[config.mk]
export PLATFORM = sky130hd
export DESIGN_NAME = dot_pattern
export DESIGN_NICKNAME = d
export VERILOG_FILES = /design/src/hw/videogen_pkg.sv /design/src/hw/dot_pattern.sv
export VERILOG_INCLUDE_DIRS = /design/src /design/src/hw
export SDC_FILE = /design/constraint.sdc
export NUM_CORES = 1
export LEC_CHECK = 0
export ABC_AREA = 1
export BUFFER_PORTS_ARGS = -buffer_cell sky130_fd_sc_hd__buf_2
export CAP_MARGIN = 0
export CORE_MARGIN = 2
export CORE_UTILIZATION = 40
export CTS_CLUSTER_DIAMETER = 40
export DETAILED_ROUTE_END_ITERATION = 7
export PLACE_DENSITY_LB_ADDON = 0.1
export SYNTH_ARGS = -nofsm -noshare
export SYNTH_HDL_FRONTEND = slang
export SYNTH_SLANG_ARGS = --single-unit
export TNS_END_PERCENT = 5
[constraint.sdc]
create_clock -name i_clk_6m -period 1.8 [get_ports i_clk_6m]
set_clock_uncertainty 0.1 [all_clocks]
set_input_delay 0.36 -clock i_clk_6m [delete_from_list [all_inputs] [get_ports i_clk_6m]]
set_output_delay 0.36 -clock i_clk_6m [all_outputs]
set_load 0.005 [all_outputs]
[src/hw/videogen_cfg.svh]
`ifndef VIDEOGEN_CFG_SVH
`define VIDEOGEN_CFG_SVH

// Raster geometry in pixel clocks and lines
`define VG_TOTAL_COLS   384
`define VG_TOTAL_ROWS   288
`define VG_ACTIVE_COLS  288
`define VG_ACTIVE_ROWS  224
`define VG_HSYNC_LEN    32
`define VG_VSYNC_LEN    8
// Porch before the visible window
`define VG_H_BACK       32
`define VG_V_BACK       8

// Datapath widths
`define VG_COORD_W      10
`define VG_DOT_W        8
`define VG_COMP_W       4
`define VG_PAL_W        12
`define VG_IDX_W        9
`define VG_PAL_DEPTH    512

// APB port and address map
`define VG_APB_AW       12
`define VG_APB_DW       32
`define VG_CTRL_ADDR    12'h800

// Gradient generator
`define VG_ACC_W        16
`define VG_COL_STEP     228
`define VG_ROW_STEP     590
`define VG_SPLIT_ROW    112

`endif

[src/hw/videogen_pkg.sv]
`default_nettype none

`include "videogen_cfg.svh"

package videogen_pkg;

	////////////////////////////////////////////////////////////////////////////
	// Pixel path types
	////////////////////////////////////////////////////////////////////////////

	// Colour index out of the dot source
	typedef logic [`VG_DOT_W-1:0] dot_t;

	// Single red, green or blue nibble
	typedef logic [`VG_COMP_W-1:0] comp_t;

	// Palette entry, R in [11:8], G in [7:4], B in [3:0]
	typedef logic [`VG_PAL_W-1:0] pal_word_t;

	// Palette address, bank bit on top of the dot
	typedef logic [`VG_IDX_W-1:0] pal_idx_t;

	// Column or row count
	typedef logic [`VG_COORD_W-1:0] coord_t;

	////////////////////////////////////////////////////////////////////////////
	// Palette arbiter
	////////////////////////////////////////////////////////////////////////////

	// Host sequencing around pixel reads
	typedef enum logic [1:0] {
		ARB_IDLE      = 2'd0,
		ARB_HOST_RD   = 2'd1,
		ARB_HOST_DONE = 2'd2
	} arb_state_t;

endpackage

`default_nettype wire

[src/hw/dot_pattern.sv]
`timescale 1ns/1ps
`default_nettype none

`include "videogen_cfg.svh"

module dot_pattern (
	input  wire logic                 i_clk_6m,
	input  wire logic                 i_rst_n,
	input  wire logic                 i_active,
	input  wire logic                 i_pat_en,
	input  wire videogen_pkg::coord_t i_col,
	input  wire videogen_pkg::coord_t i_row,
	output videogen_pkg::dot_t        o_dot
);

	// Gradient step sizes at accumulator width
	localparam logic [`VG_ACC_W-1:0] COL_STEP = `VG_COL_STEP;
	localparam logic [`VG_ACC_W-1:0] ROW_STEP = `VG_ROW_STEP;
	localparam videogen_pkg::coord_t SPLIT_ROW = `VG_SPLIT_ROW;

	// Horizontal and vertical phase accumulators
	logic [`VG_ACC_W-1:0] col_acc;
	logic [`VG_ACC_W-1:0] row_acc;
	logic [`VG_ACC_W-1:0] col_nxt;
	logic [`VG_ACC_W-1:0] row_nxt;

	logic first_col;
	logic row_clr;

	assign first_col = (i_col == '0);
	// Pattern restarts at the top and again half way down
	assign row_clr   = (i_row == '0) || (i_row == SPLIT_ROW);

	// Values for the current pixel
	always_comb begin
		col_nxt = col_acc;
		row_nxt = row_acc;
		if (i_active) begin
			if (first_col) begin
				col_nxt = '0;
				if (row_clr) begin
					row_nxt = '0;
				end else begin
					row_nxt = row_acc + ROW_STEP;
				end
			end else begin
				col_nxt = col_acc + COL_STEP;
			end
		end
	end

	always_ff @(posedge i_clk_6m or negedge i_rst_n) begin
		if (!i_rst_n) begin
			col_acc <= '0;
			row_acc <= '0;
			o_dot   <= '0;
		end else begin
			col_acc <= col_nxt;
			row_acc <= row_nxt;
			// Row MSBs on top, column MSBs below
			if (i_active && i_pat_en) begin
				o_dot <= {row_nxt[`VG_ACC_W-1 -: 3], col_nxt[`VG_ACC_W-1 -: 5]};
			end else begin
				o_dot <= '0;
			end
		end
	end

endmodule

`default_nettype wire

==> flow_summary.json <==
{
  "synth-compound-area-share_pct": 9.35,
  "worstSetupPathType": "flip-flop to flip-flop",
  "synthAdderAreaFrac_pct": 1.21,
  "tritoncts": "yes",
  "drc": 0,
  "finalSetupViolCount": 0,
  "start_util_pct": 40.9,
  "slew_viol_final": 0,
  "synth_commonest_cells": "nand2_1 (46), inv_1 (41), dfrtp_1 (37)",
  "synth_area_leader_cell": "dfrtp_1",
  "synth_top_family_by_area": "simple AND/OR/NAND/NOR gates",
  "rsz0062_at_grt": "false",
  "firstDrtPassIters": 4,
  "wl_per_cell_um": 10.6,
  "clockRootBuffer": "clkbuf_8",
  "hold_slack_ns": 0.00142,
  "muxShareOfSynthArea_pct": 0,
  "synthSimpleGateAreaFrac_pct": 33.8,
  "drt_iter0_markers": 83,
  "status": "finished clean",
  "port_buffers": 31,
  "crit_path_end_kind": "flip-flop",
  "die_w_um": 75.8,
  "ios": 32,
  "placed_cells": 362,
  "relSlewSlack_pct": 67.9,
  "h-tree-depth": 2,
  "fin_cells": 370,
  "placed_area_um2": 2330,
  "crit_fanout": 6,
  "ys_types": 35,
  "synth_top_area_share_pct": 44.9,
  "place_hpwl_um": 2910,
  "clk_latency_ns": 0.29,
  "worst_pin_slew_ns": 0.481,
  "syn_nets": 286,
  "numClockSinks": 37,
  "overflow": 0,
  "dp_slack_ns": 0.119,
  "grt_use_total_pct": 16.4,
  "synth.most_common_cell": "nand2_1",
  "final_nets": 325,
  "netlist_area_um2": 2060,
  "r2r_slack_ns": 0.22,
  "cts_setup_buffers": 0,
  "seq_area_frac_synth_pct": 44.9,
  "synthCells": 260,
  "core.rowCount": 26,
  "power_density_nw_per_um2": 996,
  "ant_nets": 0,
  "synth_edf_count": 0,
  "grt_max_degree": 38,
  "start_kind": "flip-flop",
  "wl_um": 3920,
  "synthXorXnorAreaFrac_pct": 0.850,
  "antenna_found_initial": 0,
  "path_clk_slew_ns": 0.08,
  "ctsLongestPathBuffers": 2,
  "design.core.area_um2": 5040,
  "fmaxAchievable_ghz": 0.632,
  "ys_ff_latch": 37,
  "critPathLaunch": "row_acc[1]",
  "setup_slack_ns": 0.218,
  "finalWeightedCongestion": 0.813,
  "async_flop_share_pct": 100,
  "worst_ep_required_time_ns": 1.93,
  "power_leakage_nw": 1.30,
  "design.die.area_um2": 5740,
  "synth_warnings": 0,
  "vias": 1718,
  "worst_r2r_endpoint": "o_dot[7]",
  "period_share_pct": 87.9,
  "areaGrowthSynthToFinish_pct": 19.2,
  "worst_hold_path_type": "input pin to asynchronous set/reset pin",
  "syn-mean-instance-area_um2": 7.93,
  "ys.flop_type": "dfrtp_1",
  "synthTopCellsByArea": "dfrtp_1 (45%), nand2_1 (8.4%), inv_1 (7.5%)",
  "drv_cap": 0,
  "first_global_vias": 1692,
  "fin_crit_ns": 1.58,
  "vias_per_cell": 4.64,
  "design_area_um2": 2460,
  "drive_gt1_share_pct": 24.0,
  "cp_data_arrival_time_ns": 1.71,
  "crit_path_end": "o_dot[7]",
  "antenna_cells": 0,
  "die_h_um": 75.8,
  "reg2regPathDepth": 9,
  "cts_made_buffers": 5,
  "hold_violations": 0,
  "ir_drop_v": 0.000332,
  "fin_setup_tns_ns": 0,
  "r2r-start": "row_acc[1]",
  "grt_pass1_wl_um": 7200,
  "total_power_mw": 2.45,
  "post-route-util_pct": 48.7
}
## worst max-delay path, cell delays in order (launching register included)
cell and delay [ns]:
dfrtp_1 0.38, inv_1 0.07, ha_1 0.24, a21oi_4 0.22
nand3_1 0.10, nand2_1 0.12, nand2_1 0.07, nand2_1 0.06
nand3_1 0.08, nor2_1 0.09
## cell type report
class | instances | area, um2
Timing Repair Buffer | 36 | 218
Fill cell | 525 | 2590
Tap cell | 70 | 87.6
Clock inverter | 3 | 46.3
Inverter | 45 | 171
Sequential cell | 37 | 926
Multi-Input combinational cell | 174 | 938
Clock buffer | 5 | 68.8
## placed cells by master (no fill, tap or decap), types with 3 or more instances in the layout
cell,instances
clkbuf_8,5
nor2_1,31
nand3_1,29
nand2_1,46
dfrtp_1,37
a21oi_1,9
buf_2,31
o21ai_1,6
buf_4,3
o21ai_0,8
nand4_1,6
inv_1,41
nor3_1,4
nor2_2,3
nand3_2,3
inv_2,3
nand2_2,5
## repair_timing
| action | CTS | global route |
|---|---|---|
| gates resized for setup | 0 | 1 |
| hold buffers | 0 | 0 |
| setup endpoints to repair | 0 | 3 |
| hold endpoints to repair | 0 | 0 |
## state kept, by name, indices dropped and copies added (netlist names)
| register | count |
|---|---|
| row_acc | 15 |
| o_dot | 8 |
| col_acc | 14 |
## worst min path at each step
stage          cells past startpoint           to  slack, ns
2_1_floorplan                      0  col_acc[10]      -0.04
3_3_place_gp                       2   col_acc[6]       0.34
3_5_place_dp                       2   col_acc[6]       0.34
4_1_cts                            2  col_acc[11]       0.02
5_1_grt                            2   col_acc[6]       0.04
6_report                           2   col_acc[6]      0.001
## report_power, final
part | switching (mW) | internal [mW]
clock network | 0.313 | 0.415
registers | 0.144 | 1.01
logic | 0.340 | 0.228
## layer usage
metal	share of wire [%]	vias up	GRT usage [%]
li1	-	917	-
met1	47	772	19.7
met2	49	21	28.3
met3	3.4	8	4.89
met4	1.5	0	5.07
met5	0	-	0
## cell families after synthesis
| logic type | after synthesis |
|---|---|
| adder cells (fa/ha/maj) | 2 |
| buffers and inverters | 49 |
| flip-flops | 37 |
| XOR/XNOR | 2 |
| AO/OA/AOI/OAI | 32 |
| AND/OR/NAND/NOR | 138 |
(Power assumes the default switching activity.)
