<file path="config.mk">
export PLATFORM = sky130hd
export DESIGN_NAME = clut_lookup
export DESIGN_NICKNAME = d
export VERILOG_FILES = /design/src/hw/videogen_pkg.sv /design/src/hw/clut_lookup.sv
export VERILOG_INCLUDE_DIRS = /design/src /design/src/hw
export SDC_FILE = /design/constraint.sdc
export NUM_CORES = 1
export LEC_CHECK = 0
export BUFFER_PORTS_ARGS = -buffer_cell sky130_fd_sc_hd__buf_2
export CAP_MARGIN = 20
export CORE_MARGIN = 2
export CORE_UTILIZATION = 41
export DETAILED_ROUTE_END_ITERATION = 8
export GPL_TIMING_DRIVEN = 1
export PLACE_DENSITY = 0.8
export SETUP_SLACK_MARGIN = 0.05
export SLEW_MARGIN = 20
export SYNTH_ARGS = -nofsm -noshare
export SYNTH_HDL_FRONTEND = slang
export SYNTH_SLANG_ARGS = --single-unit
</file>
<file path="constraint.sdc">
create_clock -name i_clk_6m -period 1.41 [get_ports i_clk_6m]
set_input_delay 0.141 -clock i_clk_6m [delete_from_list [all_inputs] [get_ports i_clk_6m]]
set_output_delay 0.141 -clock i_clk_6m [all_outputs]
set_load 0.01 [all_outputs]
</file>
<file path="src/hw/videogen_cfg.svh">
`ifndef VIDEOGEN_CFG_SVH
`define VIDEOGEN_CFG_SVH

// Raster geometry in pixel clocks and lines
`define VG_TOTAL_COLS   384
`define VG_TOTAL_ROWS   288
`define VG_ACTIVE_COLS  288
`define VG_ACTIVE_ROWS  224
`define VG_HSYNC_LEN    32
`define VG_VSYNC_LEN    8
// Porch before the visible window
`define VG_H_BACK       32
`define VG_V_BACK       8

// Datapath widths
`define VG_COORD_W      10
`define VG_DOT_W        8
`define VG_COMP_W       4
`define VG_PAL_W        12
`define VG_IDX_W        9
`define VG_PAL_DEPTH    512

// APB port and address map
`define VG_APB_AW       12
`define VG_APB_DW       32
`define VG_CTRL_ADDR    12'h800

// Gradient generator
`define VG_ACC_W        16
`define VG_COL_STEP     228
`define VG_ROW_STEP     590
`define VG_SPLIT_ROW    112

`endif

</file>
<file path="src/hw/videogen_pkg.sv">
`default_nettype none

`include "videogen_cfg.svh"

package videogen_pkg;

	////////////////////////////////////////////////////////////////////////////
	// Pixel path types
	////////////////////////////////////////////////////////////////////////////

	// Colour index out of the dot source
	typedef logic [`VG_DOT_W-1:0] dot_t;

	// Single red, green or blue nibble
	typedef logic [`VG_COMP_W-1:0] comp_t;

	// Palette entry, R in [11:8], G in [7:4], B in [3:0]
	typedef logic [`VG_PAL_W-1:0] pal_word_t;

	// Palette address, bank bit on top of the dot
	typedef logic [`VG_IDX_W-1:0] pal_idx_t;

	// Column or row count
	typedef logic [`VG_COORD_W-1:0] coord_t;

	////////////////////////////////////////////////////////////////////////////
	// Palette arbiter
	////////////////////////////////////////////////////////////////////////////

	// Host sequencing around pixel reads
	typedef enum logic [1:0] {
		ARB_IDLE      = 2'd0,
		ARB_HOST_RD   = 2'd1,
		ARB_HOST_DONE = 2'd2
	} arb_state_t;

endpackage

`default_nettype wire

</file>
<file path="src/hw/clut_lookup.sv">
`timescale 1ns/1ps
`default_nettype none

`include "videogen_cfg.svh"

module clut_lookup (
	input  wire logic                      i_clk_6m,
	input  wire logic                      i_rst_n,
	input  wire logic                      i_active,
	input  wire logic                      i_hsync_n,
	input  wire logic                      i_vsync_n,
	input  wire logic                      i_bank,
	input  wire videogen_pkg::dot_t        i_dot,
	output logic                           o_pix_req,
	output videogen_pkg::pal_idx_t         o_pix_addr,
	input  wire videogen_pkg::pal_word_t   i_pix_data,
	output videogen_pkg::comp_t            o_red,
	output videogen_pkg::comp_t            o_green,
	output videogen_pkg::comp_t            o_blue,
	output logic                           o_active,
	output logic                           o_hsync_n,
	output logic                           o_vsync_n
);

	// Stage 1, aligned with the registered dot
	logic act_d1;
	logic hs_d1;
	logic vs_d1;
	logic bank_d1;
	// Stage 2, aligned with palette data
	logic act_d2;
	logic hs_d2;
	logic vs_d2;

	// Palette word split into nibbles
	videogen_pkg::comp_t pix_r;
	videogen_pkg::comp_t pix_g;
	videogen_pkg::comp_t pix_b;

	// Lookup issued straight from the dot register
	assign o_pix_req  = act_d1;
	assign o_pix_addr = {bank_d1, i_dot};

	assign {pix_r, pix_g, pix_b} = i_pix_data;

	////////////////////////////////////////////////////////////////////////////
	// Sync and blank delay line
	////////////////////////////////////////////////////////////////////////////

	always_ff @(posedge i_clk_6m or negedge i_rst_n) begin
		if (!i_rst_n) begin
			act_d1  <= 1'b0;
			hs_d1   <= 1'b1;
			vs_d1   <= 1'b1;
			bank_d1 <= 1'b0;
			act_d2  <= 1'b0;
			hs_d2   <= 1'b1;
			vs_d2   <= 1'b1;
		end else begin
			act_d1  <= i_active;
			hs_d1   <= i_hsync_n;
			vs_d1   <= i_vsync_n;
			bank_d1 <= i_bank;
			act_d2  <= act_d1;
			hs_d2   <= hs_d1;
			vs_d2   <= vs_d1;
		end
	end

	// Output stage, three clocks after the coordinates
	always_ff @(posedge i_clk_6m or negedge i_rst_n) begin
		if (!i_rst_n) begin
			o_red     <= '0;
			o_green   <= '0;
			o_blue    <= '0;
			o_active  <= 1'b0;
			o_hsync_n <= 1'b1;
			o_vsync_n <= 1'b1;
		end else begin
			o_active  <= act_d2;
			o_hsync_n <= hs_d2;
			o_vsync_n <= vs_d2;
			// Blanked pixels go black whatever the RAM returned
			o_red     <= act_d2 ? pix_r : '0;
			o_green   <= act_d2 ? pix_g : '0;
			o_blue    <= act_d2 ? pix_b : '0;
		end
	end

endmodule

`default_nettype wire

</file>
==> flow_summary.json, run 1 <==
{
  "period_needed_ps": 1060,
  "slowest_delay_ps": 520,
  "grt_setup_unrepaired": "false",
  "end_kind": "primary output",
  "powerDensity_mw_per_mm2": 1140,
  "dp.cells": 85,
  "layout_commonest_cell": "buf_2",
  "die_width_um": 46.0,
  "drt_iter0_drc": 3,
  "synthCells": 44,
  "internal_power_mw": 0.831,
  "power_frac_clock_pct": 25.4,
  "diodes": 0,
  "finalSetupTns_ps": 0,
  "cts_buffers": 3,
  "antenna_left": 0,
  "post-dp-hpwl_um": 795,
  "layoutNonFillerInstCount": 94,
  "worst_pin_slew_ps": 446,
  "skew_ps": 3.35,
  "ys_types": 6,
  "relSlewSlack_pct": 70.3,
  "arrival_ps": 920,
  "slowest_stage": "dfstp_2",
  "grt_pass1_vias": 382,
  "grt_max_degree": 23,
  "cts_tree": "done",
  "clock_latency_ps": 280,
  "setup_viol_count_final": 0,
  "drc_errors": 0,
  "p_seq_share_pct": 65.5,
  "combPwrFrac_pct": 9.1,
  "grtUsageTotal_pct": 9.56,
  "hold_class": "in2reg",
  "fin_nets": 104,
  "cts-root-buf": "clkbuf_4",
  "drt_wl_total_um": 1020,
  "routabilityCongestion": 0.551,
  "multi_input_area_um2": 85.1,
  "switching_share_pct": 19.9,
  "rr_endpoint": "o_blue[0]",
  "die_area_mm2": 0.00211,
  "final-hold-violation-count": 0,
  "yosysSeqAreaShare_pct": 77.3,
  "syn_area_um2": 722,
  "numClockSinks": 22,
  "critPathKind": "reg2out",
  "die_y_um": 46.0,
  "wl_per_cell_um": 10.8,
  "area_growth_pct": 26.2,
  "final_cell_mix": "buf_2 (34), dfrtp_1 (16), and2_2 (8), dfstp_2 (6), dlygate4sd3_1 (5)",
  "antenna_found_initial": 0,
  "ios": 51,
  "row_count": 15,
  "clk_pin_slew_ps": 100,
  "fillers": 140,
  "yosys_warnings": 0,
  "drive_above_1_share_pct": 66.2,
  "status": "completed",
  "peakVddDrop_uv": 431,
  "required_ps": 1270,
  "min_path_cells": 2,
  "crit_family": "flip-flops",
  "synth_seq_cells": 22,
  "worst-r2r-cell-count": 1,
  "via_per_inst": 4.24,
  "seq_area_um2": 558,
  "ff2ff_setup_slack_ps": 600,
  "min_to": "o_green[0]",
  "initial_core_util_pct": 42.7,
  "rr_startpoint": "act_d2",
  "drv_cap": 0,
  "route.vias.total": 399,
  "io_buffer_count": 34,
  "cp-start-kind": "flop",
  "h-tree-depth": 1,
  "design.core.area_mm2": 0.00169,
  "fmax_mhz": 942,
  "hp-start": "i_pix_data[4]",
  "syn_avg_cell_area_um2": 16.4,
  "crit_path_max_fanout": 1,
  "crit_buf_inv": 1,
  "cts_setup_buffers": 0,
  "max-clock-path-buffers": 2,
  "crit_chain": "buf_2",
  "synth.net_count": 70,
  "fin_crit_sh_pct": 75.3,
  "grt_overflow": 0,
  "drv_slew": 0,
  "grt_first_pass_wirelength_um": 1390,
  "firstDrtPassIters": 3,
  "power.leakage_nw": 0.482,
  "power_switching_mw": 0.206
}
## cell type report
type,instances,share of cell area [%]
sequential,22,61.3
timing repair buffer,39,24.2
multi-input combinational,12,9.34
clock buffer,4,2.88
tap,17,2.34
## synth_stat cells
master	n	share of area [%]
dfrtp_1	16	55
buf_4	9	9.4
and2_2	8	8.3
dfstp_2	6	22
and2_1	4	3.5
buf_6	1	1.6
## cells by family (layout without fill, tap and decap cells)
| group | Yosys count | in the layout | synth area share, % |
|---|---|---|---|
| AND/OR/NAND/NOR | 12 | 12 | 11.8 |
| flip-flops | 22 | 22 | 77.3 |
| buffers and inverters | 10 | 43 | 10.9 |
## how the worst max path moves through the flow
stage | startpoint | endpoint | slack [ps] | cells past startpoint
3_5_place_dp | act_d2 | o_blue[0] | 590 | 1
5_1_grt | o_hsync_n | o_hsync_n | 300 | 1
6_report | o_hsync_n | o_hsync_n | 350 | 1
2_1_floorplan | act_d2 | o_blue[2] | 640 | 2
4_1_cts | o_vsync_n | o_vsync_n | 340 | 1
3_3_place_gp | act_d2 | o_blue[0] | 620 | 1
## power by group through the flow
stage / logic, mW / registers, mW / clock network, mW
5_1_grt: 0.106 / 0.684 / 0.303
2_1_floorplan: 0.0443 / 0.703 / 0
4_1_cts: 0.0968 / 0.680 / 0.277
6_report: 0.0947 / 0.679 / 0.263
3_3_place_gp: 0.0850 / 0.691 / 0
3_5_place_dp: 0.0858 / 0.692 / 0
## registers in the layout, summed over array words and instances (netlist names)
name and count:
vs_d2 1, vs_d1 1, o_pix_req 1, o_green 4, act_d2 1, o_active 1
o_blue 4, hs_d2 1, o_vsync_n 1, hs_d1 1, bank_d1 1, o_hsync_n 1
o_red 4
## metal layers
layer / up-vias / track usage, % / wire [µm]
met5: - / 0 / 0
met4: 0 / 6.86 / 0
met3: 0 / 3.97 / 152
met2: 32 / 16.7 / 505
met1: 179 / 8.70 / 361
li1: 188 / - / -
## metrics by stage
stage / utilization [%] / hold WS, ps / power [mW] / setup WS [ps] / cell area [µm²]
floorplan: - / -155 / 0.747 / 635 / 722
global placement: 49.4 / 102 / 0.776 / 620 / 835
detailed placement: 49.4 / 110 / 0.778 / 592 / 835
CTS: 53.9 / 53.2 / 1.05 / 341 / 911
global route: 53.9 / 44.3 / 1.09 / 302 / 911
finish: 53.9 / 62.0 / 1.04 / 348 / 911
## timing repair
action	4_1_cts	5_1_grt
hold buffers	5	0
resized for setup	0	0
endpoints found under the hold margin	20	0
No activity file was read; power rests on OpenSTA's default activity.
==> run 2: changes to the inputs <==
CORE_UTILIZATION = 38   (was 41)
PLACE_DENSITY = 0.75   (was 0.8)
clock period = 1 ns   (was 1.41 ns; I/O delays follow)
==> flow_summary.json, run 2 (same netlist as run 1, synthesis figures left out) <==
{
  "finalSetupTns_ps": -27.2,
  "final_cell_mix": "buf_2 (32), dfrtp_1 (16), and2_2 (8), dfstp_2 (6), dlygate4sd3_1 (5)",
  "slowest_stage": "dfstp_2",
  "placed_area_um2": 845,
  "worst_pin_slew_ps": 437,
  "io_buffer_count": 34,
  "post-dp-hpwl_um": 821,
  "fin_crit_sh_pct": 101,
  "crit_path_max_fanout": 1,
  "final.setup.worst_slack_ps": -14.7,
  "crit_family": "flip-flops",
  "drt_wl_total_um": 1050,
  "numClockSinks": 22,
  "powerDensity_mw_per_mm2": 1630,
  "routabilityCongestion": 0.556,
  "drive_above_1_share_pct": 67.5,
  "power.leakage_nw": 0.492,
  "critPathKind": "reg2out",
  "slowest_delay_ps": 540,
  "crit_buf_inv": 1,
  "clk_pin_slew_ps": 100,
  "drt_iter0_drc": 0,
  "crit_chain": "buf_6",
  "end_kind": "primary output",
  "max-clock-path-buffers": 2,
  "via_per_inst": 3.86,
  "grt_use_met1_pct": 11.7,
  "clock_latency_ps": 280,
  "final-hold-violation-count": 0,
  "cts-root-buf": "clkbuf_4",
  "drv_cap": 0,
  "die_area_mm2": 0.00226,
  "drv_slew": 0,
  "hold_class": "in2reg",
  "fmax_mhz": 985,
  "initial_core_util_pct": 40.9,
  "wl_per_cell_um": 10.2,
  "drc_errors": 0,
  "die_width_um": 47.6,
  "area_growth_pct": 30.7,
  "skew_ps": 2.31,
  "use_met2_pct": 17.0,
  "grt_first_pass_wirelength_um": 1520,
  "antenna_left": 0,
  "arrival_ps": 910,
  "violations": "setup timing",
  "grt_max_degree": 23,
  "firstDrtPassIters": 1,
  "grt_pass1_vias": 368,
  "cts_tree": "done",
  "h-tree-depth": 1,
  "grtUsageMet3_pct": 3.40,
  "fin_nets": 104,
  "peakVddDrop_uv": 653,
  "required_ps": 900,
  "status": "finished, violations left",
  "grt_setup_unrepaired": "true",
  "setup_viol_count_final": 2,
  "design.core.area_mm2": 0.00176,
  "die_y_um": 47.6,
  "cts_buffers": 3,
  "period_needed_ps": 1010,
  "route.vias.total": 394,
  "grtUsageTotal_pct": 10.1,
  "layout_commonest_cell": "buf_2",
  "finish.utilization_pct": 53.5,
  "cp-start-kind": "flop",
  "ios": 51,
  "cts_setup_buffers": 0,
  "relSlewSlack_pct": 70.9,
  "row_count": 15,
  "reg_top3": "o_blue: 4 flops, o_green: 4 flops, o_red: 4 flops",
  "antenna_found_initial": 0,
  "diodes": 0,
  "grt_overflow": 0,
  "final_design_area_no_fill_um2": 943,
  "grt_busiest_layer": "met2"
}
-- run 2: cell count changes in the layout (fill, tap and decap cells not counted) --
cell and change:
clkbuf_1 -1, buf_2 -2, buf_6 +2, clkbuf_8 +1
-- run 2: final cells by class --
class	instances	area, µm²
clock buffer	4	36.3
timing repair buffer	39	233
multi-input combinational	12	85.1
fill	161	821
sequential	22	558
tap	25	31.3
-- run 2: power by group --
group	switching, mW	internal, mW
combinational	0.0602	0.0788
clock	0.218	0.221
sequential	0.0161	0.943
-- run 2: timing repair --
| action | CTS | global route |
|---|---|---|
| hold buffers | 5 | 0 |
| endpoints found under the hold margin | 20 | 0 |
| pin swaps | 0 | 0 |
| resized for setup | 2 | 0 |
| endpoints found under the setup margin | 2 | 2 |
| cloned | 0 | 0 |
-- run 2: routing by layer --
metal	up-vias	part of all wire, %
li1	189	-
met1	173	35
met2	30	51
met3	2	13
met4	0	0.57
met5	-	0
-- run 2: worst paths after layout --
path | cells past startpoint | slack, ps | to | start
min in group asynchronous | 2 | 290 | o_red[3] | i_rst_n
max in group asynchronous | 2 | 380 | vs_d1 | i_rst_n
min reg2reg | 0 | 360 | vs_d2 | vs_d1
max reg2reg | 1 | 180 | o_blue[0] | act_d2
max | 1 | -10 | o_vsync_n | o_vsync_n
min | 2 | 20 | o_red[2] | i_pix_data[10]
-- run 2: through the flow --
stage	cells	power, mW	hold WS (ps)	setup WS, ps
floorplan	44	1.05	-196	225
CTS	102	1.57	6.96	-31.7
detailed placement	93	1.10	71.4	171
global placement	93	1.09	63.7	201
global route	102	1.61	10.9	-57.8
finish	102	1.54	19.9	-14.7
==> run 3: changes to the inputs <==
CELL_PAD_IN_SITES_DETAIL_PLACEMENT = 0   (was not set)
CELL_PAD_IN_SITES_GLOBAL_PLACEMENT = 1   (was not set)
CORE_UTILIZATION = 29   (was 38)
PLACE_DENSITY = not set   (was 0.75)
PLACE_DENSITY_LB_ADDON = 0.1   (was not set)
==> flow_summary.json, run 3 (same netlist as run 1, synthesis figures left out) <==
{
  "status": "finished, violations left",
  "violations": "setup timing",
  "cp-endpoint": "o_vsync_n",
  "relSlewSlack_pct": 68.8,
  "clk_pin_slew_ps": 110,
  "drv_slew": 0,
  "worst-r2r-cell-count": 1,
  "firstDrtPassIters": 1,
  "final-hold-violation-count": 0,
  "route.vias.total": 412,
  "max-clock-path-buffers": 2,
  "fin_nets": 105,
  "row_count": 18,
  "design.core.area_mm2": 0.00241,
  "cts-root-buf": "clkbuf_4",
  "final_design_area_no_fill_um2": 953,
  "crit_family": "flip-flops",
  "antenna_found_initial": 0,
  "crit_buf_inv": 1,
  "end_kind": "primary output",
  "area_growth_pct": 32.1,
  "ios": 51,
  "post-dp-hpwl_um": 854,
  "die_y_um": 53.9,
  "powerDensity_mw_per_mm2": 1560,
  "diodes": 0,
  "crit_chain": "buf_6",
  "final_cell_mix": "buf_2 (31), dfrtp_1 (16), and2_2 (8), dfstp_2 (6), dlygate4sd3_1 (5)",
  "cp-startpoint": "o_vsync_n",
  "clock_latency_ps": 290,
  "hold_slack_ps": 19.9,
  "cts_tree": "done",
  "rr_startpoint": "act_d2",
  "drt_wl_total_um": 1190,
  "cts_buffers": 3,
  "initial_core_util_pct": 30.0,
  "drc_errors": 0,
  "final.setup.worst_slack_ps": -23.8,
  "drt_iter0_drc": 0,
  "fmax_mhz": 977,
  "peakVddDrop_uv": 662,
  "hold_class": "in2reg",
  "via_per_inst": 3.81,
  "skew_ps": 3.61,
  "cp_num_cells": 1,
  "grt_first_pass_wirelength_um": 1770,
  "die_width_um": 53.9,
  "ff2ff_setup_slack_ps": 170,
  "multi_input_area_um2": 85.1,
  "slowest_stage": "dfstp_2",
  "wl_per_cell_um": 11.0,
  "h-tree-depth": 1,
  "layoutNonFillerInstCount": 108,
  "grt_max_degree": 23,
  "slowest_delay_ps": 540,
  "fin_crit_sh_pct": 102,
  "worst_pin_slew_ps": 468,
  "grt_pass1_vias": 399,
  "critPathKind": "reg2out",
  "power.leakage_nw": 0.492,
  "arrival_ps": 920,
  "setup_viol_count_final": 2,
  "rr_endpoint": "o_blue[0]",
  "die_area_mm2": 0.00290,
  "numClockSinks": 22,
  "fillers": 239,
  "io_buffer_count": 34,
  "required_ps": 900,
  "grt_setup_unrepaired": "true",
  "dp.cells": 98,
  "seq_area_um2": 558,
  "placed_area_um2": 851,
  "drv_cap": 0,
  "grtUsageTotal_pct": 8.83,
  "cp-start-kind": "flop",
  "grt_overflow": 0,
  "routabilityCongestion": 0.623,
  "crit_path_max_fanout": 1,
  "dp_slack_ps": 161,
  "drive_above_1_share_pct": 66.7,
  "period_needed_ps": 1020,
  "reg_top3": "o_blue: 4 flops, o_green: 4 flops, o_red: 4 flops",
  "layout_commonest_cell": "buf_2",
  "antenna_left": 0
}
## run 3: cell types whose count changed in the layout (fill, tap and decap cells not counted)
cell / delta
buf_2: -1
buf_4: +1
buf_6: +1
clkbuf_1: +1
clkbuf_8: -1
## run 3: cell type report
| type | count | area share (%) |
|---|---|---|
| flip-flops and latches | 22 | 58.5 |
| repair buffers | 40 | 25.9 |
| multi-input cells | 12 | 8.92 |
| well taps | 30 | 3.94 |
| clock buffers | 4 | 2.76 |
## run 3: power by group
group          total [mW]  internal [mW]  switching, mW
clock               0.382          0.155          0.227
sequential          0.960          0.943         0.0166
combinational       0.145         0.0834         0.0611
## run 3: what timing repair did
action	CTS	global route
setup buffers	0	1
endpoints found under the hold margin	20	0
endpoints found under the setup margin	2	5
resized for setup	2	1
hold buffers	5	0
## run 3: metal layers
metal | up-vias | global-route usage [%] | part of all wire (%)
li1 | 190 | - | -
met1 | 188 | 9.93 | 34
met2 | 26 | 13.2 | 48
met3 | 8 | 3.06 | 15
met4 | 0 | 7.69 | 3.3
met5 | - | 0 | 0
## run 3: how the worst min path moves through the flow
| stage | from | endpoint | slack (ps) | depth (start not counted) |
|---|---|---|---|---|
| after floorplan | i_rst_n | act_d2 | -200 | 0 |
| after global placement | i_rst_n | o_blue[1] | 80 | 1 |
| after detailed placement | i_rst_n | o_active | 80 | 1 |
| after CTS | i_pix_data[10] | o_red[2] | 3 | 2 |
| after global routing | i_pix_data[4] | o_green[0] | 3 | 2 |
| final | i_pix_data[4] | o_green[0] | 20 | 2 |
## run 3: metrics by stage
step           TNS [ps]  power (mW)  utilization, %
6_report          -45.1        1.49            39.6
5_1_grt            -125        1.58            39.6
4_1_cts           -79.5        1.52            39.0
3_5_place_dp          0        1.10            35.3
3_3_place_gp          0        1.10            35.3
2_1_floorplan         0        1.05               -
