### config.mk
export PLATFORM = sky130hd
export DESIGN_NAME = video_timing
export DESIGN_NICKNAME = d
export VERILOG_FILES = /design/src/hw/videogen_pkg.sv /design/src/hw/video_timing.sv
export VERILOG_INCLUDE_DIRS = /design/src /design/src/hw
export SDC_FILE = /design/constraint.sdc
export NUM_CORES = 1
export LEC_CHECK = 0
export BUFFER_PORTS_ARGS = -buffer_cell sky130_fd_sc_hd__buf_2
export CAP_MARGIN = 20
export CORE_AREA = 2 2 71 73
export DETAILED_ROUTE_END_ITERATION = 16
export DIE_AREA = 0 0 73 75
export GPL_ROUTABILITY_DRIVEN = 0
export GPL_TIMING_DRIVEN = 1
export PLACE_DENSITY = 0.66
export SLEW_MARGIN = 0
export SYNTH_ARGS = -nofsm -noshare
export SYNTH_HDL_FRONTEND = slang
export SYNTH_SLANG_ARGS = --single-unit
### constraint.sdc
create_clock -name i_clk_6m -period 2.05 [get_ports i_clk_6m]
set_clock_uncertainty 0.15 [all_clocks]
set_input_delay 0.41 -clock i_clk_6m [delete_from_list [all_inputs] [get_ports i_clk_6m]]
set_output_delay 0.41 -clock i_clk_6m [all_outputs]
set_load 0.01 [all_outputs]
### src/hw/videogen_cfg.svh
`ifndef VIDEOGEN_CFG_SVH
`define VIDEOGEN_CFG_SVH

// Raster geometry in pixel clocks and lines
`define VG_TOTAL_COLS   384
`define VG_TOTAL_ROWS   288
`define VG_ACTIVE_COLS  288
`define VG_ACTIVE_ROWS  224
`define VG_HSYNC_LEN    32
`define VG_VSYNC_LEN    8
// Porch before the visible window
`define VG_H_BACK       32
`define VG_V_BACK       8

// Datapath widths
`define VG_COORD_W      10
`define VG_DOT_W        8
`define VG_COMP_W       4
`define VG_PAL_W        12
`define VG_IDX_W        9
`define VG_PAL_DEPTH    512

// APB port and address map
`define VG_APB_AW       12
`define VG_APB_DW       32
`define VG_CTRL_ADDR    12'h800

// Gradient generator
`define VG_ACC_W        16
`define VG_COL_STEP     228
`define VG_ROW_STEP     590
`define VG_SPLIT_ROW    112

`endif

### src/hw/videogen_pkg.sv
`default_nettype none

`include "videogen_cfg.svh"

package videogen_pkg;

	////////////////////////////////////////////////////////////////////////////
	// Pixel path types
	////////////////////////////////////////////////////////////////////////////

	// Colour index out of the dot source
	typedef logic [`VG_DOT_W-1:0] dot_t;

	// Single red, green or blue nibble
	typedef logic [`VG_COMP_W-1:0] comp_t;

	// Palette entry, R in [11:8], G in [7:4], B in [3:0]
	typedef logic [`VG_PAL_W-1:0] pal_word_t;

	// Palette address, bank bit on top of the dot
	typedef logic [`VG_IDX_W-1:0] pal_idx_t;

	// Column or row count
	typedef logic [`VG_COORD_W-1:0] coord_t;

	////////////////////////////////////////////////////////////////////////////
	// Palette arbiter
	////////////////////////////////////////////////////////////////////////////

	// Host sequencing around pixel reads
	typedef enum logic [1:0] {
		ARB_IDLE      = 2'd0,
		ARB_HOST_RD   = 2'd1,
		ARB_HOST_DONE = 2'd2
	} arb_state_t;

endpackage

`default_nettype wire

### src/hw/video_timing.sv
`timescale 1ns/1ps
`default_nettype none

`include "videogen_cfg.svh"

module video_timing (
	input  wire logic                 i_clk_6m,
	input  wire logic                 i_rst_n,
	input  wire logic                 i_ctrl_bank,
	output logic                      o_hsync_n,
	output logic                      o_vsync_n,
	output logic                      o_active,
	output videogen_pkg::coord_t      o_col,
	output videogen_pkg::coord_t      o_row,
	output logic                      o_frame_bank
);

	// Window edges in raster coordinates
	// Sync first, then back porch, then active, front porch fills the rest
	localparam videogen_pkg::coord_t H_START = `VG_HSYNC_LEN + `VG_H_BACK;
	localparam videogen_pkg::coord_t H_END   = H_START + `VG_ACTIVE_COLS;
	localparam videogen_pkg::coord_t V_START = `VG_VSYNC_LEN + `VG_V_BACK;
	localparam videogen_pkg::coord_t V_END   = V_START + `VG_ACTIVE_ROWS;
	localparam videogen_pkg::coord_t H_LAST  = `VG_TOTAL_COLS - 1;
	localparam videogen_pkg::coord_t V_LAST  = `VG_TOTAL_ROWS - 1;

	// Raster position over the full frame
	videogen_pkg::coord_t cnt_col;
	videogen_pkg::coord_t cnt_row;

	logic last_col;
	logic last_row;
	logic h_act;
	logic v_act;
	logic frame_start;

	assign last_col    = (cnt_col == H_LAST);
	assign last_row    = (cnt_row == V_LAST);
	assign h_act       = (cnt_col >= H_START) && (cnt_col < H_END);
	assign v_act       = (cnt_row >= V_START) && (cnt_row < V_END);
	// Top left corner of the total raster
	assign frame_start = (cnt_col == '0) && (cnt_row == '0);

	////////////////////////////////////////////////////////////////////////////
	// Free-running counters
	////////////////////////////////////////////////////////////////////////////

	always_ff @(posedge i_clk_6m or negedge i_rst_n) begin
		if (!i_rst_n) begin
			cnt_col <= '0;
			cnt_row <= '0;
		end else if (last_col) begin
			cnt_col <= '0;
			// Row wraps after the last line of the frame
			if (last_row) begin
				cnt_row <= '0;
			end else begin
				cnt_row <= cnt_row + 1'b1;
			end
		end else begin
			cnt_col <= cnt_col + 1'b1;
		end
	end

	////////////////////////////////////////////////////////////////////////////
	// Registered decode
	////////////////////////////////////////////////////////////////////////////

	// All outputs share one register stage, so they stay aligned
	always_ff @(posedge i_clk_6m or negedge i_rst_n) begin
		if (!i_rst_n) begin
			o_hsync_n    <= 1'b1;
			o_vsync_n    <= 1'b1;
			o_active     <= 1'b0;
			o_col        <= '0;
			o_row        <= '0;
			o_frame_bank <= 1'b0;
		end else begin
			// Sync pulses sit at the start of each line and frame
			o_hsync_n <= !(cnt_col < `VG_HSYNC_LEN);
			o_vsync_n <= !(cnt_row < `VG_VSYNC_LEN);
			o_active  <= h_act && v_act;
			// Active coordinates, zero while blanked
			if (h_act && v_act) begin
				o_col <= cnt_col - H_START;
				o_row <= cnt_row - V_START;
			end else begin
				o_col <= '0;
				o_row <= '0;
			end
			// Bank is frozen for the whole frame
			if (frame_start) begin
				o_frame_bank <= i_ctrl_bank;
			end
		end
	end

endmodule

`default_nettype wire

==> results of run 1 <==
==> worst max-delay path: cells and delay by family (launching register included) <==
family / cells / cell delay (ps)
AND/OR/NAND/NOR: 3 / 820
flip-flops: 1 / 410
AO/OA/AOI/OAI: 1 / 90
adder cells (fa/ha/maj): 1 / 200
buffers and inverters: 2 / 290
==> final cells by class <==
cell class,count,area [um2]
Timing Repair Buffer,62,432
Clock buffer,6,72.6
Fill cell,378,1950
Clock inverter,2,35.0
Multi-Input combinational cell,127,961
Sequential cell,44,1100
Inverter,10,40.0
Tap cell,54,67.6
==> power by group <==
| part | internal [mW] | switching (mW) | total, mW |
|---|---|---|---|
| sequential | 0.868 | 0.000357 | 0.868 |
| clock | 0.362 | 0.291 | 0.652 |
| combinational | 0.00645 | 0.0179 | 0.0243 |
| total | 1.24 | 0.309 | 1.55 |
==> sequential cells by signal (all words and copies together), names as in the netlist <==
signal and count:
cnt_col 10, cnt_row 10, o_col 10, o_row 10
o_active 1, o_frame_bank 1, o_hsync_n 1, o_vsync_n 1
==> kinds of logic after synthesis <==
group / synth area share, %
flip-flops: 53.1
adder cells (fa/ha/maj): 7.22
XOR/XNOR: 4.63
AND/OR/NAND/NOR: 20.5
AO/OA/AOI/OAI: 7.58
buffers and inverters: 4.87
multiplexers: 2.17
==> synth_stat cells (2+ instances only) <==
library cell and count:
xor2_1 3, nor4_1 2, or3_1 2, mux2_2 4, nor2_2 4, nor3_1 5, nor2_1 17, buf_2 3
buf_6 3, a211o_1 2, xnor2_1 8, clkbuf_1 2, and3_1 4, nand3_1 8, and2_1 8, nand2_1 9
nand2b_1 4, dfrtp_1 42, nor3b_1 2, a22o_1 4, inv_1 9, dfstp_2 2, o21ai_0 9, ha_1 12
a21oi_1 5, nand4_1 2
==> metal layers <==
metal | up-vias | track usage, %
met4 | 0 | 6.79
met2 | 36 | 26.8
met5 | - | 0
li1 | 766 | -
met3 | 4 | 3.21
met1 | 754 | 22.6
==> how the worst max path moves through the flow <==
stage                from       end  slack (ps)
2_1_floorplan  cnt_row[0]  o_row[7]           2
3_3_place_gp   cnt_row[0]  o_col[8]           5
3_5_place_dp   cnt_row[0]  o_col[8]        -100
4_1_cts        cnt_row[5]  o_row[3]           3
5_1_grt        cnt_col[7]  o_col[1]         -60
6_report       cnt_col[7]  o_col[9]          30
==> what timing repair did <==
item / CTS / global route
cloned: 0 / 1
setup endpoints to repair: 20 / 26
hold buffers: 1 / 0
pin swaps: 1 / 0
setup buffers: 0 / 5
gates resized for setup: 6 / 19
hold endpoints to repair: 18 / 0
==> impl_metrics.tcl, run 1 <==
set metrics [dict create \
    outcome "completed" \
    post_drt_wl_per_cell_um 14.1 \
    cp-end-kind "flop" \
    setup_tns_ps 0 \
    ys_types 41 \
    hpwl_um 3030 \
    synthCells 190 \
    synthTopCellsByArea "dfrtp_1 (51%), ha_1 (7.2%), xnor2_1 (3.4%)" \
    ant_nets 0 \
    met2_wirelength_um 2060 \
    met1_length_um 2060 \
    worst_slack_ps 30.0 \
    synthArstFlopShare_pct 100 \
    power_mw 1.55 \
    path_cells "inv_1 > ha_1 > nand2b_1 > a21oi_1 > or4_4 > clkbuf_16 > nor2_1" \
    avgSynthCellArea_um2 10.9 \
    grt_util_all_layers_pct 16.8 \
    crit_slowest_cell "or4_4" \
    dp_slack_ps -104 \
    yosysWarnings 0 \
    clockRootBuffer "clkbuf_8" \
    grt_pass1_vias 1498 \
    yosys.area.top_type_share_pct 50.5 \
    ys_seq_area_share_pct 53.1 \
    grt_pass1_wl_um 6960 \
    n_antenna_cell 0 \
    fin_cells 305 \
    vias_per_cell 5.11 \
    hold_depth 2 \
    hp-class "in2reg" \
    cts_buffers 5 \
    tightest_slew_ps 440 \
    htreeDepth 2 \
    clock-sinks 44 \
    wl_met3_um 157 \
    hold_end "o_frame_bank" \
    postPlaceCellArea_um2 2440 \
    clockBufferDepth 2 \
    fin_crit_ps 2020 \
    tritoncts "done" \
    firstDrtPassIters 4 \
    vias 1560 \
    rsz0062_at_grt "yes" \
    required_ps 2130 \
    clk_pin_slew_worst_paths_ps 80 \
    synth_edf_count 0 \
    criticalPathCategory "reg2reg" \
    placed_cells 290 \
    clock.fmax_mhz 495 \
    final_common_cell "dfrtp_1" \
    maxUsedRoutingLayer "met4" \
    gr-total-overflow 0 \
    rows 25 \
    power.density_nw_per_um2 570 \
    critPathLaunchType "flop" \
    cp_data_arrival_time_ps 2100 \
    r2r.worst_path.cells 7 \
    ys_ff_latch 44 \
    start_util_pct 44.6 \
    relSlewSlack_pct 70.7 \
    die_h_um 75 \
    netlist_area_um2 2080 \
    final_cell_mix "dfrtp_1 (42), buf_4 (32), buf_2 (26)" \
    clk-insertion-delay-late_ps 290 \
    antenna_found_initial 0 \
    synth_area_leader_cell "dfrtp_1" \
    hold_violations 0 \
    synth-main-ff-cell "dfrtp_1" \
    drive_gt1_share_pct 41.0 \
    finalInstanceArea_um2 2710 \
    fin_nets 265 \
    fp.dieW_um 73 \
    leakage_nw 1.37 \
    hold_start "i_ctrl_bank" \
    dieArea_um2 5480 \
    holdWs_ps 196 \
    period_share_pct 98.5 \
    drt_wl_total_um 4310 \
    max_cap_viol_count 0 \
    syn_nets 205 \
    fin_util_pct 58.2 \
    core_region_area_um2 4660 \
    irDropWorstVdd_uv 308 \
    drc 0 \
    drt_iter0_markers 81 \
    portBuffers 26 \
    worst-path-max-fanout 6 \
    slew_violations 0 \
    setup_violations 0 \
    grt_start_max_net_pins 21 \
    cpPeakStageDelay_ps 600 \
    syn_to_final_growth_pct 30.4 \
    worstReg2RegEnd "o_col[9]" \
    rrSetupSlack_ps 30 \
    timing.rr.start "cnt_col[7]" \
    io_pins 27 \
]
No activity file was read; power rests on OpenSTA's default activity.
==> run 2, diff against run 1 <==
CORE_AREA = 2 2 81 83   (was 2 2 71 73)
DIE_AREA = 0 0 83 85   (was 0 0 73 75)
PLACE_DENSITY = unset   (was 0.66)
==> run 2 against run 1 <==
  * Global-route usage decreased by 3.4 points
  * Via count down 0.45%
  * Count of clock-buffer cells in the layout grew 1
  * Sequential share of layout area is 0.36 points higher
  * Wire length increased by 0.53%
  * Final cell count is 5.9% higher
  * Worst hold slack gained 14 ps
  * First-iteration DRC count down 37%
  * Critical path depth stayed put
  * Critical endpoint is now o_col[4]
  * Register-to-register slack better by 50 ps
==> impl_metrics.tcl, run 2 (synthesis gave the netlist of run 1 again) <==
set metrics [dict create \
    dp_slack_ps -73.3 \
    hp-class "in2reg" \
    start_util_pct 33.5 \
    gr-total-overflow 0 \
    clockPowerShare_pct 36.4 \
    vias_per_cell 4.81 \
    drt_wl_total_um 4330 \
    power.share.combinational_pct 1.9 \
    clock.fmax_mhz 507 \
    cpPeakStageDelay_ps 570 \
    setup_violations 0 \
    crit_slowest_cell "or4_4" \
    final_cell_mix "dfrtp_1 (42), buf_4 (27), buf_2 (26)" \
    cpMostUsedCell "inv_2" \
    grt_pass1_vias 1571 \
    path_cells "inv_2 > ha_2 > nand2b_1 > a21oi_2 > or4_4 > inv_2 > and2_1" \
    final_common_cell "dfrtp_1" \
    htreeDepth 2 \
    clockRootBuffer "clkbuf_8" \
    p_int_mw 1.12 \
    firstDrtPassIters 4 \
    drive_gt1_share_pct 37.8 \
    drc 0 \
    post_drt_wl_per_cell_um 13.4 \
    io_pins 27 \
    period_share_pct 96.2 \
    critPathLaunchType "flop" \
    p_seq_share_pct 61.7 \
    fin_nets 260 \
    rsz0062_at_grt "yes" \
    slew_violations 0 \
    power.density_nw_per_um2 524 \
    n_antenna_cell 0 \
    antenna_found_initial 0 \
    criticalPathCategory "reg2reg" \
    relSlewSlack_pct 66.1 \
    max_cap_viol_count 0 \
    grt_util_all_layers_pct 13.4 \
    outcome "completed" \
    portBuffers 26 \
    vias 1553 \
    fp.dieW_um 83 \
    p_sw_share_pct 20.8 \
    cp_data_arrival_time_ps 2050 \
    required_ps 2130 \
    hold_violations 0 \
    tritoncts "done" \
    leakage_nw 1.33 \
    hpwl_um 3180 \
    grt_pass1_wl_um 7470 \
    rows 29 \
    worst_slack_ps 77.8 \
    tightest_slew_ps 508 \
    clockBufferDepth 2 \
    core_region_area_um2 6200 \
    clock-sinks 44 \
    switchingPower_uw 293 \
    worst-path-max-fanout 7 \
    clk_pin_slew_worst_paths_ps 80 \
    grt_start_max_net_pins 24 \
    dieArea_um2 7060 \
    holdWs_ps 210 \
    cts_buffers 5 \
    cp-end-kind "flop" \
    die_h_um 85 \
    irDropWorstVdd_uv 318 \
    drt_iter0_markers 51 \
    fin_crit_ps 1970 \
    clk-insertion-delay-late_ps 290 \
    ant_nets 0 \
    syn_to_final_growth_pct 29.2 \
    power_mw 1.41 \
]
==> run 2: changes by cell type in the layout (fill, tap and decap cells not counted), moves of 3 or more <==
cell and change:
buf_12 +3, nor2_2 -3, nor2_1 +3, buf_4 -5
==> run 2: worst paths after layout <==
kind	cells past startpoint	from	to	slack [ps]
max	7	cnt_col[6]	o_col[4]	80
min	2	i_ctrl_bank	o_frame_bank	210
max reg2reg	7	cnt_col[6]	o_col[4]	80
max in group asynchronous	3	i_rst_n	o_vsync_n	710
min in group asynchronous	2	i_rst_n	cnt_col[4]	470
min reg2reg	1	o_frame_bank	o_frame_bank	370
==> run 2: final cells by class <==
class	count	area [um2]
clock buffer	7	76.3
clock inverter	1	5.00
fill	587	3520
inverter	10	37.5
multi-input combinational	127	966
sequential	44	1100
tap	77	96.3
timing repair buffer	57	403
==> run 2: power by group through the flow <==
stage / combinational (mW) / clock, mW / sequential (mW)
final: 0.0264 / 0.513 / 0.869
after global routing: 0.0313 / 0.574 / 0.869
after CTS: 0.0282 / 0.537 / 0.869
after detailed placement: 0.0269 / 0 / 0.886
after global placement: 0.0266 / 0 / 0.886
after floorplan: 0.000865 / 0 / 0.887
==> run 2: layer usage <==
| metal | vias up | global-route usage, % | wire length (um) |
|---|---|---|---|
| met5 | - | 0 | 0 |
| met4 | 0 | 5.81 | 82 |
| met3 | 5 | 2.92 | 115 |
| met2 | 27 | 22.7 | 2130 |
| met1 | 765 | 16.5 | 2000 |
| li1 | 756 | - | - |
==> run 2: what timing repair did <==
action,in CTS,in global routing
gates resized for setup,3,18
buffers inserted,0,2
pin swaps,0,1
hold endpoints to repair,20,0
setup endpoints to repair,14,27
hold buffers,1,0
==> run 2: metrics by stage <==
stage | util, % | area [um2] | TNS (ps) | cells
floorplan | - | 2090 | 0 | 190
global placement | 40.1 | 2490 | 0 | 312
detailed placement | 40.1 | 2490 | -201 | 312
CTS | 41.7 | 2590 | 0 | 321
global route | 43.3 | 2690 | -68.8 | 323
finish | 43.3 | 2690 | 0 | 323
==> run 2: critical path, delay by kind of cell, from the launching register on <==
family | cells | cell delay, ps
AND/OR/NAND/NOR | 3 | 880
AO/OA/AOI/OAI | 1 | 80
flip-flops | 1 | 410
buffers and inverters | 2 | 200
adder cells (fa/ha/maj) | 1 | 180
==> run 3, diff against run 2 <==
clock period = 1.6 ns   (was 2.05 ns; I/O delays follow)
==> run 3 against run 2 <==
  * The run now ends with setup timing left
  * Worst hold slack worse by 100 ps
  * Cell area up 24%
  * Critical path depth unchanged
  * Sequential power up 28%
  * Count of clock-buffer cells in the layout down 1
  * Critical path type unchanged
==> impl_metrics.tcl, run 3 (synthesis gave the netlist of run 1 again) <==
set metrics [dict create \
    drt_iter0_markers 100 \
    postPlaceCellArea_um2 2710 \
    dieArea_um2 7060 \
    start_util_pct 33.5 \
    grt_util_all_layers_pct 15.6 \
    io_pins 27 \
    portBuffers 26 \
    required_ps 1690 \
    critPathLaunchType "flop" \
    cp-end-kind "flop" \
    crit_slowest_cell "or4_4" \
    gr-total-overflow 0 \
    rows 29 \
    syn_to_final_growth_pct 60.5 \
    tightest_slew_ps 321 \
    criticalPathCategory "reg2reg" \
    final_common_cell "buf_4" \
    failed_checks "setup timing" \
    vias_per_cell 4.75 \
    die_h_um 85 \
    clock.fmax_mhz 507 \
    hp-class "in2reg" \
    dp_slack_ps -481 \
    cpPeakStageDelay_ps 520 \
    use_met2_pct 26.3 \
    grt_start_max_net_pins 25 \
    clk-insertion-delay-late_ps 300 \
    leakage_nw 1.63 \
    fin_cells 372 \
    busiest_layer "met2" \
    placed_cells 342 \
    fin_crit_ps 1970 \
    crit_family "simple AND/OR/NAND/NOR gates" \
    power.density_nw_per_um2 599 \
    grt_pass1_wl_um 8630 \
    met3_usage_pct 3.02 \
    setup_violations 39 \
    cts_buffers 5 \
    use_met1_pct 19.7 \
    ant_nets 0 \
    max_cap_viol_count 0 \
    drt_wl_total_um 5260 \
    core_region_area_um2 6200 \
    vias 1766 \
    clock-sinks 44 \
    drc 0 \
    htreeDepth 2 \
    fp.dieW_um 83 \
    tritoncts "done" \
    rsz0062_at_grt "yes" \
    path_cells "inv_2 > ha_4 > nor3b_4 > a2111oi_4 > or4_4 > buf_8 > a21oi_2" \
    period_share_pct 123 \
    irDropWorstVdd_uv 285 \
    path_buf_inv 2 \
    power_mw 2.00 \
    holdWs_ps 110 \
    worst_slack_ps -371 \
    clockRootBuffer "clkbuf_8" \
    final_cell_mix "buf_4 (65), dfrtp_1 (42), buf_2 (26)" \
    cp_data_arrival_time_ps 2060 \
    slew_violations 0 \
    antenna_found_initial 0 \
    worst-path-max-fanout 6 \
    relSlewSlack_pct 78.4 \
    n_antenna_cell 0 \
    drive_gt1_share_pct 60.7 \
    post_drt_wl_per_cell_um 14.1 \
    firstDrtPassIters 4 \
    clockBufferDepth 2 \
    finalInstanceArea_um2 3340 \
    fin_nets 309 \
    grt_pass1_vias 1736 \
    hold_violations 0 \
    hpwl_um 3380 \
    outcome "finished, violations left" \
    rrSetupSlack_ps -370 \
    clk_pin_slew_worst_paths_ps 80 \
]
run 3: cell type report:
| type | instances | area, um2 |
|---|---|---|
| clock buffer | 6 | 72.6 |
| clock inverter | 2 | 35.0 |
| fill | 509 | 2870 |
| inverter | 10 | 42.5 |
| multi-input combinational | 128 | 1190 |
| sequential | 44 | 1100 |
| tap | 77 | 96.3 |
| timing repair buffer | 105 | 795 |
run 3: final timing paths:
kind                               from  cells after the start      endpoint
setup / recovery             cnt_row[1]                      7      o_col[8]
hold / removal              i_ctrl_bank                      2  o_frame_bank
setup reg to reg             cnt_row[1]                      7      o_col[8]
hold reg to reg            o_frame_bank                      1  o_frame_bank
max in group asynchronous       i_rst_n                      3      o_row[5]
min in group asynchronous       i_rst_n                      3    cnt_col[2]
run 3: per-layer routing:
metal  wire length (um)  vias to the layer above  part of all wire (%)
met3                202                        7                   3.8
li1                   -                      858                     -
met2               2590                       48                    49
met4                 89                        0                   1.7
met5                  0                        -                     0
met1               2380                      853                    45
run 3: stage by stage:
step	utilization, %	TNS [ps]
floorplan	-	-10010
global route	53.8	-13500
detailed placement	43.7	-12010
CTS	52.0	-9800
finish	53.8	-10620
global placement	43.7	-10450
run 3: what timing repair did:
| action | in CTS | in global routing |
|---|---|---|
| endpoints found under the setup margin | 38 | 40 |
| setup buffers | 16 | 7 |
| gates resized for setup | 62 | 22 |
| hold buffers | 1 | 0 |
| pin swaps | 18 | 8 |
| hold endpoints to repair | 42 | 0 |
| cloned | 2 | 0 |
run 3: worst reg2reg max path, stage by stage, from the launching register on:
cell and delay, ps:
dfrtp_1 390, inv_2 90, ha_4 130, nor3b_4 250
a2111oi_4 100, or4_4 520, buf_8 180, a21oi_2 90
run 3: where the power goes:
group          total, mW  switching [mW]  internal [mW]
sequential          1.11        0.000666           1.11
clock              0.853           0.389          0.464
combinational     0.0330          0.0239        0.00908
